===== config.mk =====
export PLATFORM = sky130hd
export DESIGN_NAME = usrp_sample_router
export DESIGN_NICKNAME = d
export VERILOG_FILES = /design/src/usrp_pkg.sv /design/src/settings_regs.sv /design/src/dac_router.sv /design/src/rx_source_select.sv /design/src/usrp_sample_router.sv
export SDC_FILE = /design/constraint.sdc
export NUM_CORES = 1
export LEC_CHECK = 0
export ABC_AREA = 1
export BUFFER_PORTS_ARGS = -buffer_cell sky130_fd_sc_hd__buf_2
export CORE_MARGIN = 3
export CORE_UTILIZATION = 53
export CTS_CLUSTER_SIZE = 14
export DETAILED_ROUTE_END_ITERATION = 16
export HOLD_SLACK_MARGIN = 0.05
export PLACE_DENSITY = 0.94
export SYNTH_ARGS = -nofsm -noshare
export SYNTH_HDL_FRONTEND = slang
export SYNTH_HIERARCHICAL = 1
export SYNTH_SLANG_ARGS = --single-unit

===== constraint.sdc =====
create_clock -name clk64 -period 2.4 [get_ports clk64]
set_clock_uncertainty 0.05 [all_clocks]
set_input_delay 0.36 -clock clk64 [delete_from_list [all_inputs] [get_ports clk64]]
set_output_delay 0.36 -clock clk64 [all_outputs]
set_load 0.01 [all_outputs]

===== src/usrp_pkg.sv =====
/* Shared widths, sample and register types, Wishbone request and response
   structs and the identity word for the clk64 sample router */
package usrp_pkg;

   localparam int SAMPLE_W  = 16;
   localparam int DAC_W     = 14;
   localparam int WB_ADDR_W = 7;
   localparam int WB_DATA_W = 32;

   typedef logic [SAMPLE_W-1:0]  sample_t;
   typedef logic [DAC_W-1:0]     dac_word_t;
   typedef logic [WB_ADDR_W-1:0] wb_addr_t;
   typedef logic [WB_DATA_W-1:0] wb_data_t;

   // Bit 3 enable, bit 1 chain, bit 0 Q over I
   typedef logic [3:0] dac_sel_t;

   // dac0 selector sits in the low nibble
   typedef struct packed {
      dac_sel_t dac3_sel;
      dac_sel_t dac2_sel;
      dac_sel_t dac1_sel;
      dac_sel_t dac0_sel;
   } tx_mux_cfg_t;

   typedef struct packed {
      logic counter_en;
      logic loopback_en;
   } mode_t;

   // Outputs of the two transmit chains
   typedef struct packed {
      sample_t i0;
      sample_t q0;
      sample_t i1;
      sample_t q1;
   } tx_bb_t;

   // ADC baseband samples
   typedef struct packed {
      sample_t i0;
      sample_t q0;
      sample_t i1;
      sample_t q1;
   } rx_bb_t;

   typedef struct packed {
      sample_t ch0;
      sample_t ch1;
      sample_t ch2;
      sample_t ch3;
   } rx_ch_t;

   // Wishbone classic master to slave
   typedef struct packed {
      logic     cyc;
      logic     stb;
      logic     we;
      wb_addr_t adr;
      wb_data_t dat;
   } wb_req_t;

   typedef struct packed {
      wb_data_t dat;
      logic     ack;
   } wb_rsp_t;

   localparam wb_data_t ID_WORD = 32'hF0F0_931A;

endpackage


===== src/settings_regs.sv =====
/* Wishbone classic slave with the DAC mux and mode registers
   and the read-only identity word */
`timescale 1ns/1ps

module settings_regs
   import usrp_pkg::*;
#(
   parameter wb_addr_t P_TX_MUX_ADDR = 7'd38,
   parameter wb_addr_t P_MODE_ADDR   = 7'd39,
   parameter wb_addr_t P_ID_ADDR     = 7'd3
)
(
   input  logic        clk64,
   input  logic        rx_dsp_reset,
   input  wb_req_t     i_wb,
   output wb_rsp_t     o_wb,
   output tx_mux_cfg_t o_tx_mux,
   output mode_t       o_mode
);

   logic        ack_q;
   wb_data_t    dat_q;
   logic        req_valid;
   logic        wr_en;
   wb_data_t    rd_data;
   tx_mux_cfg_t tx_mux_q;
   mode_t       mode_q;

   // New request only while ack is low, so each cycle gets one ack
   assign req_valid = i_wb.cyc && i_wb.stb && !ack_q;
   assign wr_en     = req_valid && i_wb.we;

   // Readback select
   always_comb
   begin
      case (i_wb.adr)
         P_TX_MUX_ADDR:
            rd_data = wb_data_t'(tx_mux_q);
         P_MODE_ADDR:
            rd_data = wb_data_t'(mode_q);
         P_ID_ADDR:
            rd_data = ID_WORD;
         default:
            rd_data = '0;
      endcase
   end

   // Bus handshake and read data
   always_ff @(posedge clk64)
   begin
      if (rx_dsp_reset)
      begin
         ack_q <= 1'b0;
         dat_q <= '0;
      end
      else
      begin
         ack_q <= req_valid;
         if (req_valid)
            dat_q <= rd_data;
      end
   end

   // Register writes land on the ack edge
   always_ff @(posedge clk64)
   begin
      if (rx_dsp_reset)
      begin
         tx_mux_q <= '0;
         mode_q   <= '0;
      end
      else if (wr_en)
      begin
         case (i_wb.adr)
            P_TX_MUX_ADDR:
               tx_mux_q <= tx_mux_cfg_t'(i_wb.dat[$bits(tx_mux_cfg_t)-1:0]);
            P_MODE_ADDR:
               mode_q <= mode_t'(i_wb.dat[$bits(mode_t)-1:0]);
            default:
               ;  // identity and unmapped addresses ignore writes
         endcase
      end
   end

   assign o_wb.dat = dat_q;
   assign o_wb.ack = ack_q;

   assign o_tx_mux = tx_mux_q;
   assign o_mode   = mode_q;

endmodule


===== src/dac_router.sv =====
/* TX lane selection from the two chains and registered
   interleave onto the two DAC ports with txsync */
`timescale 1ns/1ps

module dac_router
   import usrp_pkg::*;
(
   input  logic        clk64,
   input  logic        rx_dsp_reset,
   input  tx_mux_cfg_t i_tx_mux,
   input  tx_bb_t      i_tx_bb,
   input  logic        i_tx_sample_strobe,
   output dac_word_t   o_tx_a,
   output dac_word_t   o_tx_b,
   output logic        o_txsync
);

   dac_word_t lane_a_a;
   dac_word_t lane_b_a;
   dac_word_t lane_a_b;
   dac_word_t lane_b_b;
   dac_word_t tx_a_q;
   dac_word_t tx_b_q;
   logic      txsync_q;

   // Selector picks chain and I/Q or zero and keeps the top 14 bits
   function automatic dac_word_t pick_lane(input dac_sel_t sel, input tx_bb_t bb);
      sample_t s;
      if (!sel[3])
         s = '0;
      else if (sel[1])
         s = sel[0] ? bb.q1 : bb.i1;
      else
         s = sel[0] ? bb.q0 : bb.i0;
      return s[SAMPLE_W-1 -: DAC_W];
   endfunction

   // dac0/dac1 share port A, dac2/dac3 share port B
   assign lane_a_a = pick_lane(i_tx_mux.dac0_sel, i_tx_bb);
   assign lane_b_a = pick_lane(i_tx_mux.dac1_sel, i_tx_bb);
   assign lane_a_b = pick_lane(i_tx_mux.dac2_sel, i_tx_bb);
   assign lane_b_b = pick_lane(i_tx_mux.dac3_sel, i_tx_bb);

   // Codes and marker leave on the same edge
   always_ff @(posedge clk64)
   begin
      if (rx_dsp_reset)
      begin
         tx_a_q   <= '0;
         tx_b_q   <= '0;
         txsync_q <= 1'b0;
      end
      else
      begin
         txsync_q <= i_tx_sample_strobe;
         tx_a_q   <= i_tx_sample_strobe ? lane_b_a : lane_a_a;
         tx_b_q   <= i_tx_sample_strobe ? lane_b_b : lane_a_b;
      end
   end

   assign o_tx_a   = tx_a_q;
   assign o_tx_b   = tx_b_q;
   assign o_txsync = txsync_q;

endmodule


===== src/rx_source_select.sv =====
/* Receive channel source select with the debug counter,
   the TX loopback latch and registered channel outputs */
`timescale 1ns/1ps

module rx_source_select
   import usrp_pkg::*;
(
   input  logic   clk64,
   input  logic   rx_dsp_reset,
   input  mode_t  i_mode,
   input  logic   i_enable_rx,
   input  logic   i_hb_strobe,
   input  logic   i_strobe_interp,
   input  tx_bb_t i_tx_bb,
   input  rx_bb_t i_rx_bb,
   output rx_ch_t o_rx
);

   sample_t debug_cnt;
   sample_t loopback_i;
   sample_t loopback_q;
   rx_ch_t  rx_next;
   rx_ch_t  rx_q;

   // Debug counter held at zero while the receive side is off
   always_ff @(posedge clk64)
   begin
      if (rx_dsp_reset)
         debug_cnt <= '0;
      else if (!i_enable_rx)
         debug_cnt <= '0;
      else if (i_hb_strobe)
         debug_cnt <= debug_cnt + sample_t'(2);
   end

   // Last TX sample of chain 0 taken on the interpolator strobe
   always_ff @(posedge clk64)
   begin
      if (rx_dsp_reset)
      begin
         loopback_i <= '0;
         loopback_q <= '0;
      end
      else if (i_strobe_interp)
      begin
         loopback_i <= i_tx_bb.i0;
         loopback_q <= i_tx_bb.q0;
      end
   end

   // Counter first, then loopback, then ADC
   always_comb
   begin
      if (i_mode.counter_en)
      begin
         rx_next.ch0 = debug_cnt;
         rx_next.ch1 = debug_cnt + sample_t'(1);
      end
      else if (i_mode.loopback_en)
      begin
         rx_next.ch0 = loopback_i;
         rx_next.ch1 = loopback_q;
      end
      else
      begin
         rx_next.ch0 = i_rx_bb.i0;
         rx_next.ch1 = i_rx_bb.q0;
      end
      rx_next.ch2 = i_rx_bb.i1;
      rx_next.ch3 = i_rx_bb.q1;
   end

   always_ff @(posedge clk64)
   begin
      if (rx_dsp_reset)
         rx_q <= '0;
      else
         rx_q <= rx_next;
   end

   assign o_rx = rx_q;

endmodule


===== src/usrp_sample_router.sv =====
/* Top level of the clk64 sample router: settings registers,
   DAC routing and receive source select */
`timescale 1ns/1ps

module usrp_sample_router
   import usrp_pkg::*;
#(
   parameter wb_addr_t P_TX_MUX_ADDR = 7'd38,
   parameter wb_addr_t P_MODE_ADDR   = 7'd39,
   parameter wb_addr_t P_ID_ADDR     = 7'd3
)
(
   input  logic      clk64,
   input  logic      rx_dsp_reset,
   input  wb_req_t   i_wb,
   output wb_rsp_t   o_wb,
   input  tx_bb_t    i_tx_bb,
   input  logic      i_tx_sample_strobe,
   input  logic      i_strobe_interp,
   input  rx_bb_t    i_rx_bb,
   input  logic      i_hb_strobe,
   input  logic      i_enable_rx,
   output dac_word_t o_tx_a,
   output dac_word_t o_tx_b,
   output logic      o_txsync,
   output rx_ch_t    o_rx
);

   tx_mux_cfg_t tx_mux;
   mode_t       mode;

   settings_regs #(
      .P_TX_MUX_ADDR (P_TX_MUX_ADDR),
      .P_MODE_ADDR   (P_MODE_ADDR),
      .P_ID_ADDR     (P_ID_ADDR)
   ) u_settings_regs (
      .clk64        (clk64),
      .rx_dsp_reset (rx_dsp_reset),
      .i_wb         (i_wb),
      .o_wb         (o_wb),
      .o_tx_mux     (tx_mux),
      .o_mode       (mode)
   );

   // Transmit side
   dac_router u_dac_router (
      .clk64              (clk64),
      .rx_dsp_reset       (rx_dsp_reset),
      .i_tx_mux           (tx_mux),
      .i_tx_bb            (i_tx_bb),
      .i_tx_sample_strobe (i_tx_sample_strobe),
      .o_tx_a             (o_tx_a),
      .o_tx_b             (o_tx_b),
      .o_txsync           (o_txsync)
   );

   // Receive side
   rx_source_select u_rx_source_select (
      .clk64           (clk64),
      .rx_dsp_reset    (rx_dsp_reset),
      .i_mode          (mode),
      .i_enable_rx     (i_enable_rx),
      .i_hb_strobe     (i_hb_strobe),
      .i_strobe_interp (i_strobe_interp),
      .i_tx_bb         (i_tx_bb),
      .i_rx_bb         (i_rx_bb),
      .o_rx            (o_rx)
   );

endmodule


Word level (Yosys, flattened, before mapping)
Index checks and enable logic that the tools add are counted.

Equality and inequality tests: 3. Multiplexer cells: 21. Add/subtract/negate cells: 2. Bitwise operators: 1. Reduce and logical (&&, ||, !) cells: 7.

Operators by type and width (number): 2-to-1 mux 16 bit (16); case mux 32 bit (3 select lines) (1); 2-to-1 mux 32 bit (2); 2-to-1 mux 14 bit (2); adder 16 x 1 -> 16 bit (second input constant) (1); adder 16 x 2 -> 16 bit (second input constant) (1); == test 7 x 6 -> 1 bit (second input constant) (2); == test 7 x 2 -> 1 bit (second input constant) (1); AND reduction 2 bit (2); logical AND 1 bit (3); OR reduction 2 bit (1); logical NOT 1 bit (1); inverter 1 bit (1).

Bits of input ports: 176. Output and inout bits: 126. Word-level logic and storage cells: 52. Register bits: 192.

Longest topological paths before layout
Gate-level depths: netlist (run 1).

Depth after elaboration: 4. Depth in mapped cells: 10. Mapped depth without buffers: 9.

By module
The synthesis (run 1) kept the hierarchy.

By module, submodules not included: rx_source_select (sequential area each 2222.1 sq um, cells an instance 513, instances 1, area each 4101.4 sq um); dac_router (sequential area each 580.6 sq um, cells an instance 614, instances 1, area each 3239.4 sq um); settings_regs (sequential area each 720.7 sq um, cells an instance 208, instances 1, area each 1597.8 sq um).

Worst setup path before layout (run 1)
No wires, ideal clock.

Path type: input port to flip-flop. Start point: input i_wb[41] in the netlist's numbering. End point: register u_settings_regs.tx_mux_q, in the netlist u_settings_regs/o_tx_mux[7]. Buffers on the path: 1. Setup time: 0.130 ns. Stages on the path: 8. Required time: 2.220 ns. Data arrival time: 1.143 ns. Setup slack: 1.078 ns. Cells stage by stage: nand2_1 -> nor2_4 -> nand2_2 -> nor2_8 -> inv_2 -> buf_6 -> nand2_1 -> a21oi_2.

Cells in the longest elaborated chain, start to end: 4.

Ends and longest elaborated chain: start, declared (line usrp_sample_router.sv:15) `input wb_req_t i_wb,`; logical AND 1 bit (2 in a row) (line settings_regs.sv:30) `assign req_valid = i_wb.cyc && i_wb.stb && !ack_q;`; logical AND 1 bit (line settings_regs.sv:31) `assign wr_en = req_valid && i_wb.we;`; AND reduction 2 bit (no line); end signal, assigned (line settings_regs.sv:76) `tx_mux_q <= tx_mux_cfg_t'(i_wb.dat[$bits(tx_mux_cfg_t)-1:0]);`; end, declared (line settings_regs.sv:26) `tx_mux_cfg_t tx_mux_q;`.

No other way between the ends. A chain may end at the register's enable or synchronous reset.

Worst setup path in the final report (run 1)
Start point: register u_settings_regs.tx_mux_q, in the netlist u_settings_regs/o_tx_mux[3]. End point: register u_dac_router.tx_a_q[13], in the netlist u_dac_router/o_tx_a[13].

Cells in the longest elaborated chain, start to end: 2.

Ends and longest elaborated chain: 2-to-1 mux 16 bit (line dac_router.sv:29) `if (!sel[3])`; 2-to-1 mux 14 bit (line dac_router.sv:56) `tx_a_q <= i_tx_sample_strobe ? lane_b_a : lane_a_a;`; end signal, assigned (line dac_router.sv:56); end, declared (line dac_router.sv:22) `dac_word_t tx_a_q;`.

No other way between the ends.

==> qor.txt, run 1 <==
=====================================================================================
Status                                                                   finished clean
First-iteration detailed-routing DRC count                                      1,354
Via count normalized by instance count                                          5.318
Number of antenna violations at the first check in global routing                   3
Post-Route M1 WL                                                            10,450 um
Layout Area Growth over Synthesis                                              19.20%
Estimated wirelength of the detail-placed design                            20,050 um
Clock-pin slew of the registers on the worst-case setup and hold paths          70 ps
First-pass detailed-route iteration total                                           6
Clock H-tree levels                                                                 4
Nets@finish                                                                     1,741
Actual transition at the worst max-transition pin                            757.0 ps
Cell Area, Synth                                                           8939 sq um
Clock latency at the later pin of the worst-skew pair                          420 ps
Internal power                                                               4.745 mW
Start point of the worst min-delay path                                   i_rx_bb[23]
RSZ-0062 raised after global routing                                            false
CP startpoint kind                                                           register
Register bit total from synthesis                                                 176
Total overflow reported by the global router                                        0
Final count of negative-setup-slack endpoints                                       0
Peak clock frequency supported by timing                                    654.4 MHz
Syn Area/Cell                                                             6.696 sq um
Top_reg_cell synth                                                            dfxtp_1
Number of enable-type register cells in the synthesized netlist                     0
Global router's overall resource usage                                         28.36%
TritonCTS sink count                                                              176
Sequential power share                                                          47.9%
Leakage power summed over all cells                                          5.394 nW
Core area                                                                16,170 sq um
Clock tree from TritonCTS                                                        done
Hold crit path type                                                            in2reg
Number of placed I/O pins                                                         302
Arrival time at the worst endpoint                                            1810 ps
Vias in the first global route                                                  8,307
Starting utilization of the core area                                          55.27%
Post-DRT Antenna Nets                                                               0
Total power per unit cell area                                           596.8 nW/um^2
Post-CTS Resized                                                                    0
Largest net degree at the start of global routing                                  82
Library cell used as clock root buffer                                      clkbuf_16
Portion of synthesized cell area occupied by the leading cell type             39.42%
Ys Warns                                                                            6
Launch point of the worst reg-to-reg path                                u_settings_regs/o_tx_mux[3]$_SDFFE_PP0P_
Fraction of layout instances using a drive strength above 1                    24.86%
Fraction of the yosys area taken by sequential cells                           39.42%
Total via count in the routed design                                            9,541
Met2 layer wire length in the routed design                                 12,810 um
Required time at the endpoint of the critical path                            2690 ps
Drt drc                                                                             0
Top cell type by total area after synthesis                                   dfxtp_1
Die Ht                                                                       135.9 um
Leading post-synthesis cells by cell area                                dfxtp_1 (39%), nand2_1 (20%), nand3_1 (8.2%)
VDD IR max                                                                0.0004970 V
Hold Buf Count CTS                                                                  0
Row cnt                                                                            46
Post CTS Setup Buffer Count                                                         0
Port Buffers                                                                      273
Total of max-cap violations                                                         0
Switching share of power                                                       25.38%
Fraction of power consumed by the clock network                                 42.0%
Worst setup path startpoint                                              u_settings_regs/o_tx_mux[3]$_SDFFE_PP0P_
Sort of element at the end of the critical path                              register
Classification of the worst setup path                                        reg2reg
Topmost layer with routed signal wires                                           met5
Total power after layout                                                     6.359 mW
Number of buffers created by CTS                                                   17
Share of flip-flops with an asynchronous set or reset after synthesis              0%
Final hold viol count                                                               0
Summed negative setup slack over all endpoints                                   0 ps
Synth unique cells                                                                 31
Max_slew headroom                                                              49.48%
Total die area                                                           18,460 sq um
Total wirelength of the detailed-routed design                              27,990 um
Synthesized instance count                                                      1,335
Share of the cycle needed by the critical path after routing                   63.67%
Wire length per cell after detailed routing                                  15.60 um
Share of power burned in combinational logic                                    10.1%
Clock buffer depth                                                                  2
Global-route wire length before repair                                      41,400 um
Minimum clock period                                                          1528 ps
Detail Route met3 WL                                                          3384 um
Sw power                                                                     1.614 mW
Max-slew violations                                                                 0
Maximum fanout along the worst path                                                14
Placer's final routability congestion estimate                                 0.9259
Final core utilization                                                         65.88%
Horizontal die dimension                                                     135.9 um
=====================================================================================
worst paths after layout:
path / end / slack (ps) / depth (start not counted)
setup / recovery: u_dac_router/o_tx_a[13]$_SDFF_PP0_ / 870 / 4
hold / removal: u_rx_source_select/o_rx[23]$_SDFF_PP0_ / 100 / 3
setup reg to reg: u_dac_router/o_tx_a[13]$_SDFF_PP0_ / 870 / 4
hold reg to reg: u_rx_source_select/loopback_i[2]$_SDFFE_PP0P_ / 410 / 2
logic make-up (layout without fill, tap and decap cells):
kind of cell / count (synthesis) / count (layout) / synth area share (%)
simple gates: 737 / 737 / 34.64
buf+inv: 242 / 477 / 13.96
compound gates: 177 / 177 / 11.70
flops: 176 / 176 / 39.42
fa+ha+maj: 1 / 1 / 0.1400
other cells: 1 / 9 / 0.04195
xor+xnor: 1 / 1 / 0.09800
registers in the layout, summed over array words and instances (netlist names):
register,flops
u_dac_router/o_tx_a,14
u_dac_router/o_tx_b,14
u_dac_router/o_txsync,1
u_rx_source_select/debug_cnt,15
u_rx_source_select/loopback_i,16
u_rx_source_select/loopback_q,16
u_rx_source_select/o_rx,64
u_settings_regs/ack_q,1
u_settings_regs/dat_q,17
u_settings_regs/o_mode,2
u_settings_regs/o_tx_mux,16
through the flow:
step,hold WS (ps),worst slack [ps],area [sq um],std cells
floorplan,379.5,1078,8965,1342
global placement,391.6,798.8,10080,1761
detailed placement,395.3,749.5,10080,1761
CTS,82.41,893.0,10650,1793
global route,89.89,739.7,10660,1794
finish,95.34,871.9,10660,1794
critical path, stage by stage, from the launching register on:
cell and delay (ps):
dfxtp_1 350, inv_1 60, nor2_2 570, nand2_1 190, a21oi_2 220
metal layers:
layer  global-route usage [%]  up-vias
met5                        0        -
met4                    14.56        4
met3                    6.810      108
met2                    46.10      660
met1                    35.12     4180
li1                         -     4589
area by class of cell:
class                   instances  area (sq um)
fillers                      1407          5518
multi-input cells             924          4194
flip-flops and latches        176          3523
repair buffers                288          1506
inverters                     157         589.3
clock buffers                  19         442.9
well taps                     216         270.3
clock inverters                13         126.4
diodes                          1         2.502
placed cells by master (no fill, tap or decap), types with 2 or more instances in the layout:
| cell type | n |
|---|---|
| conb_1 | 8 |
| o31ai_2 | 6 |
| o21ai_0 | 70 |
| clkbuf_16 | 17 |
| dfxtp_1 | 176 |
| nand3_1 | 147 |
| a21oi_1 | 56 |
| nor3_1 | 6 |
| inv_1 | 143 |
| o21ai_1 | 14 |
| nand3_2 | 4 |
| nand2_1 | 465 |
| buf_4 | 14 |
| a21oi_2 | 30 |
| nor2_1 | 90 |
| clkinv_1 | 2 |
| clkinv_2 | 3 |
| nor2_2 | 4 |
| nor2_4 | 6 |
| buf_12 | 2 |
| clkinv_4 | 2 |
| nand2_2 | 8 |
| inv_6 | 6 |
| nand4_1 | 4 |
| buf_2 | 272 |
| inv_2 | 12 |
power by group through the flow:
stage / logic, mW / clock network, mW / registers, mW
3_3_place_gp: 0.610 / 0 / 3.11
6_report: 0.640 / 2.67 / 3.05
3_5_place_dp: 0.625 / 0 / 3.11
5_1_grt: 0.707 / 2.83 / 3.05
4_1_cts: 0.629 / 2.71 / 3.05
2_1_floorplan: 0.329 / 0 / 3.14
Yosys cell counts (all sizes together) (2+ instances only):
cell type,number
nor2,101
buf,75
o21ai,84
dfxtp,176
clkbuf,10
a21oi,86
inv,155
clkinv,2
nor3,6
nand3,151
nand4,4
o31ai,7
nand2,474
No activity file was read; power rests on OpenSTA's default activity.
==> run 2, diff against run 1 <==
- CORE_UTILIZATION: 53 -> 46
- PLACE_DENSITY: 0.94 -> 0.87
- clock period: 2.4 -> 1.2 ns (I/O delays scaled with it)
==> run 2 against run 1 <==
Compared with the run above: the run now ends with negative setup slack left; critical path depth grew 2; clock power grew 120%; flip-flop and latch count unchanged; global-route usage is 1.3 points higher; largest power group unchanged; first-iteration DRC count fell by 27%; setup slack got worse by 890 ps; critical endpoint is now u_settings_regs/o_tx_mux[10]$_SDFFE_PP0P_; non-clock buffer count grew 158.
==> qor.txt, run 2 (same netlist as run 1, synthesis figures left out) <==
=====================================================================================
Clock buffer depth                                                                  2   unchanged
Status                                                                   finished, violations left
Vias in the first global route                                                  9,673   +16%
Sequential power share                                                          45.0%   -2.9 points
Final count of negative-setup-slack endpoints                                       4   +4
Number of buffers created by CTS                                                   17   unchanged
Total via count in the routed design                                           10,205   +7.0%
Global router's overall resource usage                                         29.67%   +1.3 points
Library cell used as clock root buffer                                      clkbuf_16
Global-route wire length before repair                                      51,090 um   +23%
Wire length per cell after detailed routing                                  16.49 um   +5.7%
Drt drc                                                                             0   unchanged
Largest net degree at the start of global routing                                  46   -44%
Switching share of power                                                       25.32%   -0.058 points
Smallest setup slack after layout                                           -21.27 ps   -893.1 ps
VDD IR max                                                                0.0009566 V   +92%
Minimum clock period                                                          1221 ps   -306.9 ps
Clock H-tree levels                                                                 4   unchanged
Arrival time at the worst endpoint                                            1530 ps   -280 ps
Starting utilization of the core area                                          47.31%   -8.0 points
Cell area after placement                                                10,670 sq um   +5.8%
Total die area                                                           21,140 sq um   +15%
Failing checks                                                           negative setup slack
Total power per unit cell area                                           1076 nW/um^2   +80%
Row cnt                                                                            50   +8.7%
Worst reg-to-reg setup slack                                                   -20 ps   -890 ps
Internal power                                                               10.09 mW   +110%
Number of antenna violations at the first check in global routing                   1   -2
CP startpoint kind                                                           register
First-pass detailed-route iteration total                                           5   -1
Share of the cycle needed by the critical path after routing                   101.8%   +38 points
Clock tree from TritonCTS                                                        done
Port Buffers                                                                      273   unchanged
Die Ht                                                                       145.4 um   +7.0%
Most common cell after layout, fill and taps aside                            nand2_1
Horizontal die dimension                                                     145.4 um   +7.0%
RSZ-0062 raised after global routing                                             true
First-iteration detailed-routing DRC count                                        991   -27%
Number of cells on the worst reg-to-reg path                                        6   +2
Via count normalized by instance count                                          5.115   -3.8%
Post-DRT Antenna Nets                                                               0   unchanged
CP cell instances                                                        nor2_4 -> nand2_2 -> nor2_8 -> buf_12 -> nand2_1 -> a21oi_2
Antenna Diode Count                                                                 0   -1
Share of power burned in combinational logic                                    12.1%   +2.0 points
Sw power                                                                     3.422 mW   +110%
Non-Filler Cell Area, Final                                              12,550 sq um   +18%
Worst reg2reg path endpoint                                              u_settings_regs/o_tx_mux[10]$_SDFFE_PP0P_
Leakage power summed over all cells                                          6.199 nW   +15%
Worst setup path startpoint                                              u_settings_regs/ack_q$_SDFF_PP0_
Sort of element at the end of the critical path                              register
Total power after layout                                                     13.51 mW   +110%
Fraction of layout instances using a drive strength above 1                    28.13%   +3.3 points
Peak clock frequency supported by timing                                    818.8 MHz   +25%
Crit path largest cell delay                                                   330 ps   -240 ps
Layout Area Growth over Synthesis                                              40.45%
Number of placed I/O pins                                                         302   unchanged
Total overflow reported by the global router                                        0   unchanged
Most used cells in the layout excluding fill and tap cells               nand2_1 (462), buf_2 (271), dfxtp_1 (158)
Hold crit path type                                                            in2reg
Total wirelength of the detailed-routed design                              32,890 um   +18%
Launch point of the worst reg-to-reg path                                u_settings_regs/ack_q$_SDFF_PP0_
Max-slew violations                                                                 0   unchanged
Total of max-cap violations                                                         0   unchanged
Placer's final routability congestion estimate                                 0.9418   +1.7%
TritonCTS sink count                                                              176   unchanged
Estimated wirelength of the detail-placed design                            22,160 um   +11%
Dpl ws                                                                      -105.2 ps   -854.7 ps
Maximum fanout along the worst path                                                14   unchanged
Core area                                                                18,890 sq um   +17%
Master of the slowest instance on the critical path                           dfxtp_2
Final hold viol count                                                               0   unchanged
Critical Path Sink                                                       u_settings_regs/o_tx_mux[10]$_SDFFE_PP0P_
Required time at the endpoint of the critical path                            1500 ps   -1190 ps
Dpl cells                                                                       1,857   +5.5%
Clock latency at the later pin of the worst-skew pair                          420 ps   about the same
Final standard cell count with taps included and fillers excluded               1,995   +11%
Nets@finish                                                                     1,899   +9.1%
Number of flip-flops under the largest register name                               64   unchanged
Classification of the worst setup path                                        reg2reg
Fraction of power consumed by the clock network                                 42.9%   +0.9 points
Clock-pin slew of the registers on the worst-case setup and hold paths          70 ps   about the same
=====================================================================================
-- run 2: layout make-up --
type                       instances  area (sq um)
timing repair buffer             446          3136
fill                            1584          6339
sequential                       176          3563
multi-input combinational        924          4312
clock buffer                      19         432.9
tap                              260         325.3
clock inverter                    13         178.9
inverter                         157         606.8
-- run 2: power by group through the flow --
stage	registers, mW	logic [mW]	clock network (mW)
4_1_cts	6.09	1.57	5.87
2_1_floorplan	6.28	0.659	0
6_report	6.08	1.63	5.80
3_3_place_gp	6.22	1.28	0
3_5_place_dp	6.22	1.31	0
5_1_grt	6.10	1.79	6.15
-- run 2: stage by stage --
step	hold WS (ps)	TNS (ps)	util [%]
2_1_floorplan	237.0	0	-
3_3_place_gp	329.2	-831.3	56.46
3_5_place_dp	335.5	-1557	56.46
4_1_cts	50.19	-119.7	65.15
5_1_grt	58.07	-1646	66.45
6_report	56.16	-37.64	66.45
-- run 2: worst max-delay path, delay by kind of cell, from the launching register on --
family                 cells  cell delay, ps
AO/OA/AOI/OAI              1             150
buffers and inverters      1             150
flip-flops                 1             330
AND/OR/NAND/NOR            4             460
-- run 2: how the worst min path moves through the flow --
stage,start,endpoint,slack [ps],depth (start not counted)
detailed placement,i_rx_bb[29],u_rx_source_select/o_rx[29]$_SDFF_PP0_,340,3
global placement,i_rx_bb[22],u_rx_source_select/o_rx[22]$_SDFF_PP0_,330,3
finish,i_rx_bb[45],u_rx_source_select/o_rx[45]$_SDFF_PP0_,60,3
global route,i_rx_bb[56],u_rx_source_select/o_rx[56]$_SDFF_PP0_,60,3
CTS,i_rx_bb[52],u_rx_source_select/o_rx[52]$_SDFF_PP0_,50,3
floorplan,i_tx_sample_strobe,u_dac_router/o_txsync$_SDFF_PP0_,240,2
-- run 2: per-layer routing --
metal | share of wire (%) | global-route usage [%]
met1 | 39 | 36.28
met2 | 49 | 51.02
met4 | 3.7 | 11.11
met5 | 0.040 | 0
met3 | 8.9 | 6.945
-- run 2: repair_timing --
action | CTS | global route
resized for setup | 19 | 60
pin swaps | 5 | 17
setup buffers | 0 | 5
gates cloned | 0 | 1
endpoints found under the hold margin | 104 | 2
endpoints found under the setup margin | 34 | 75
hold buffers | 98 | 2
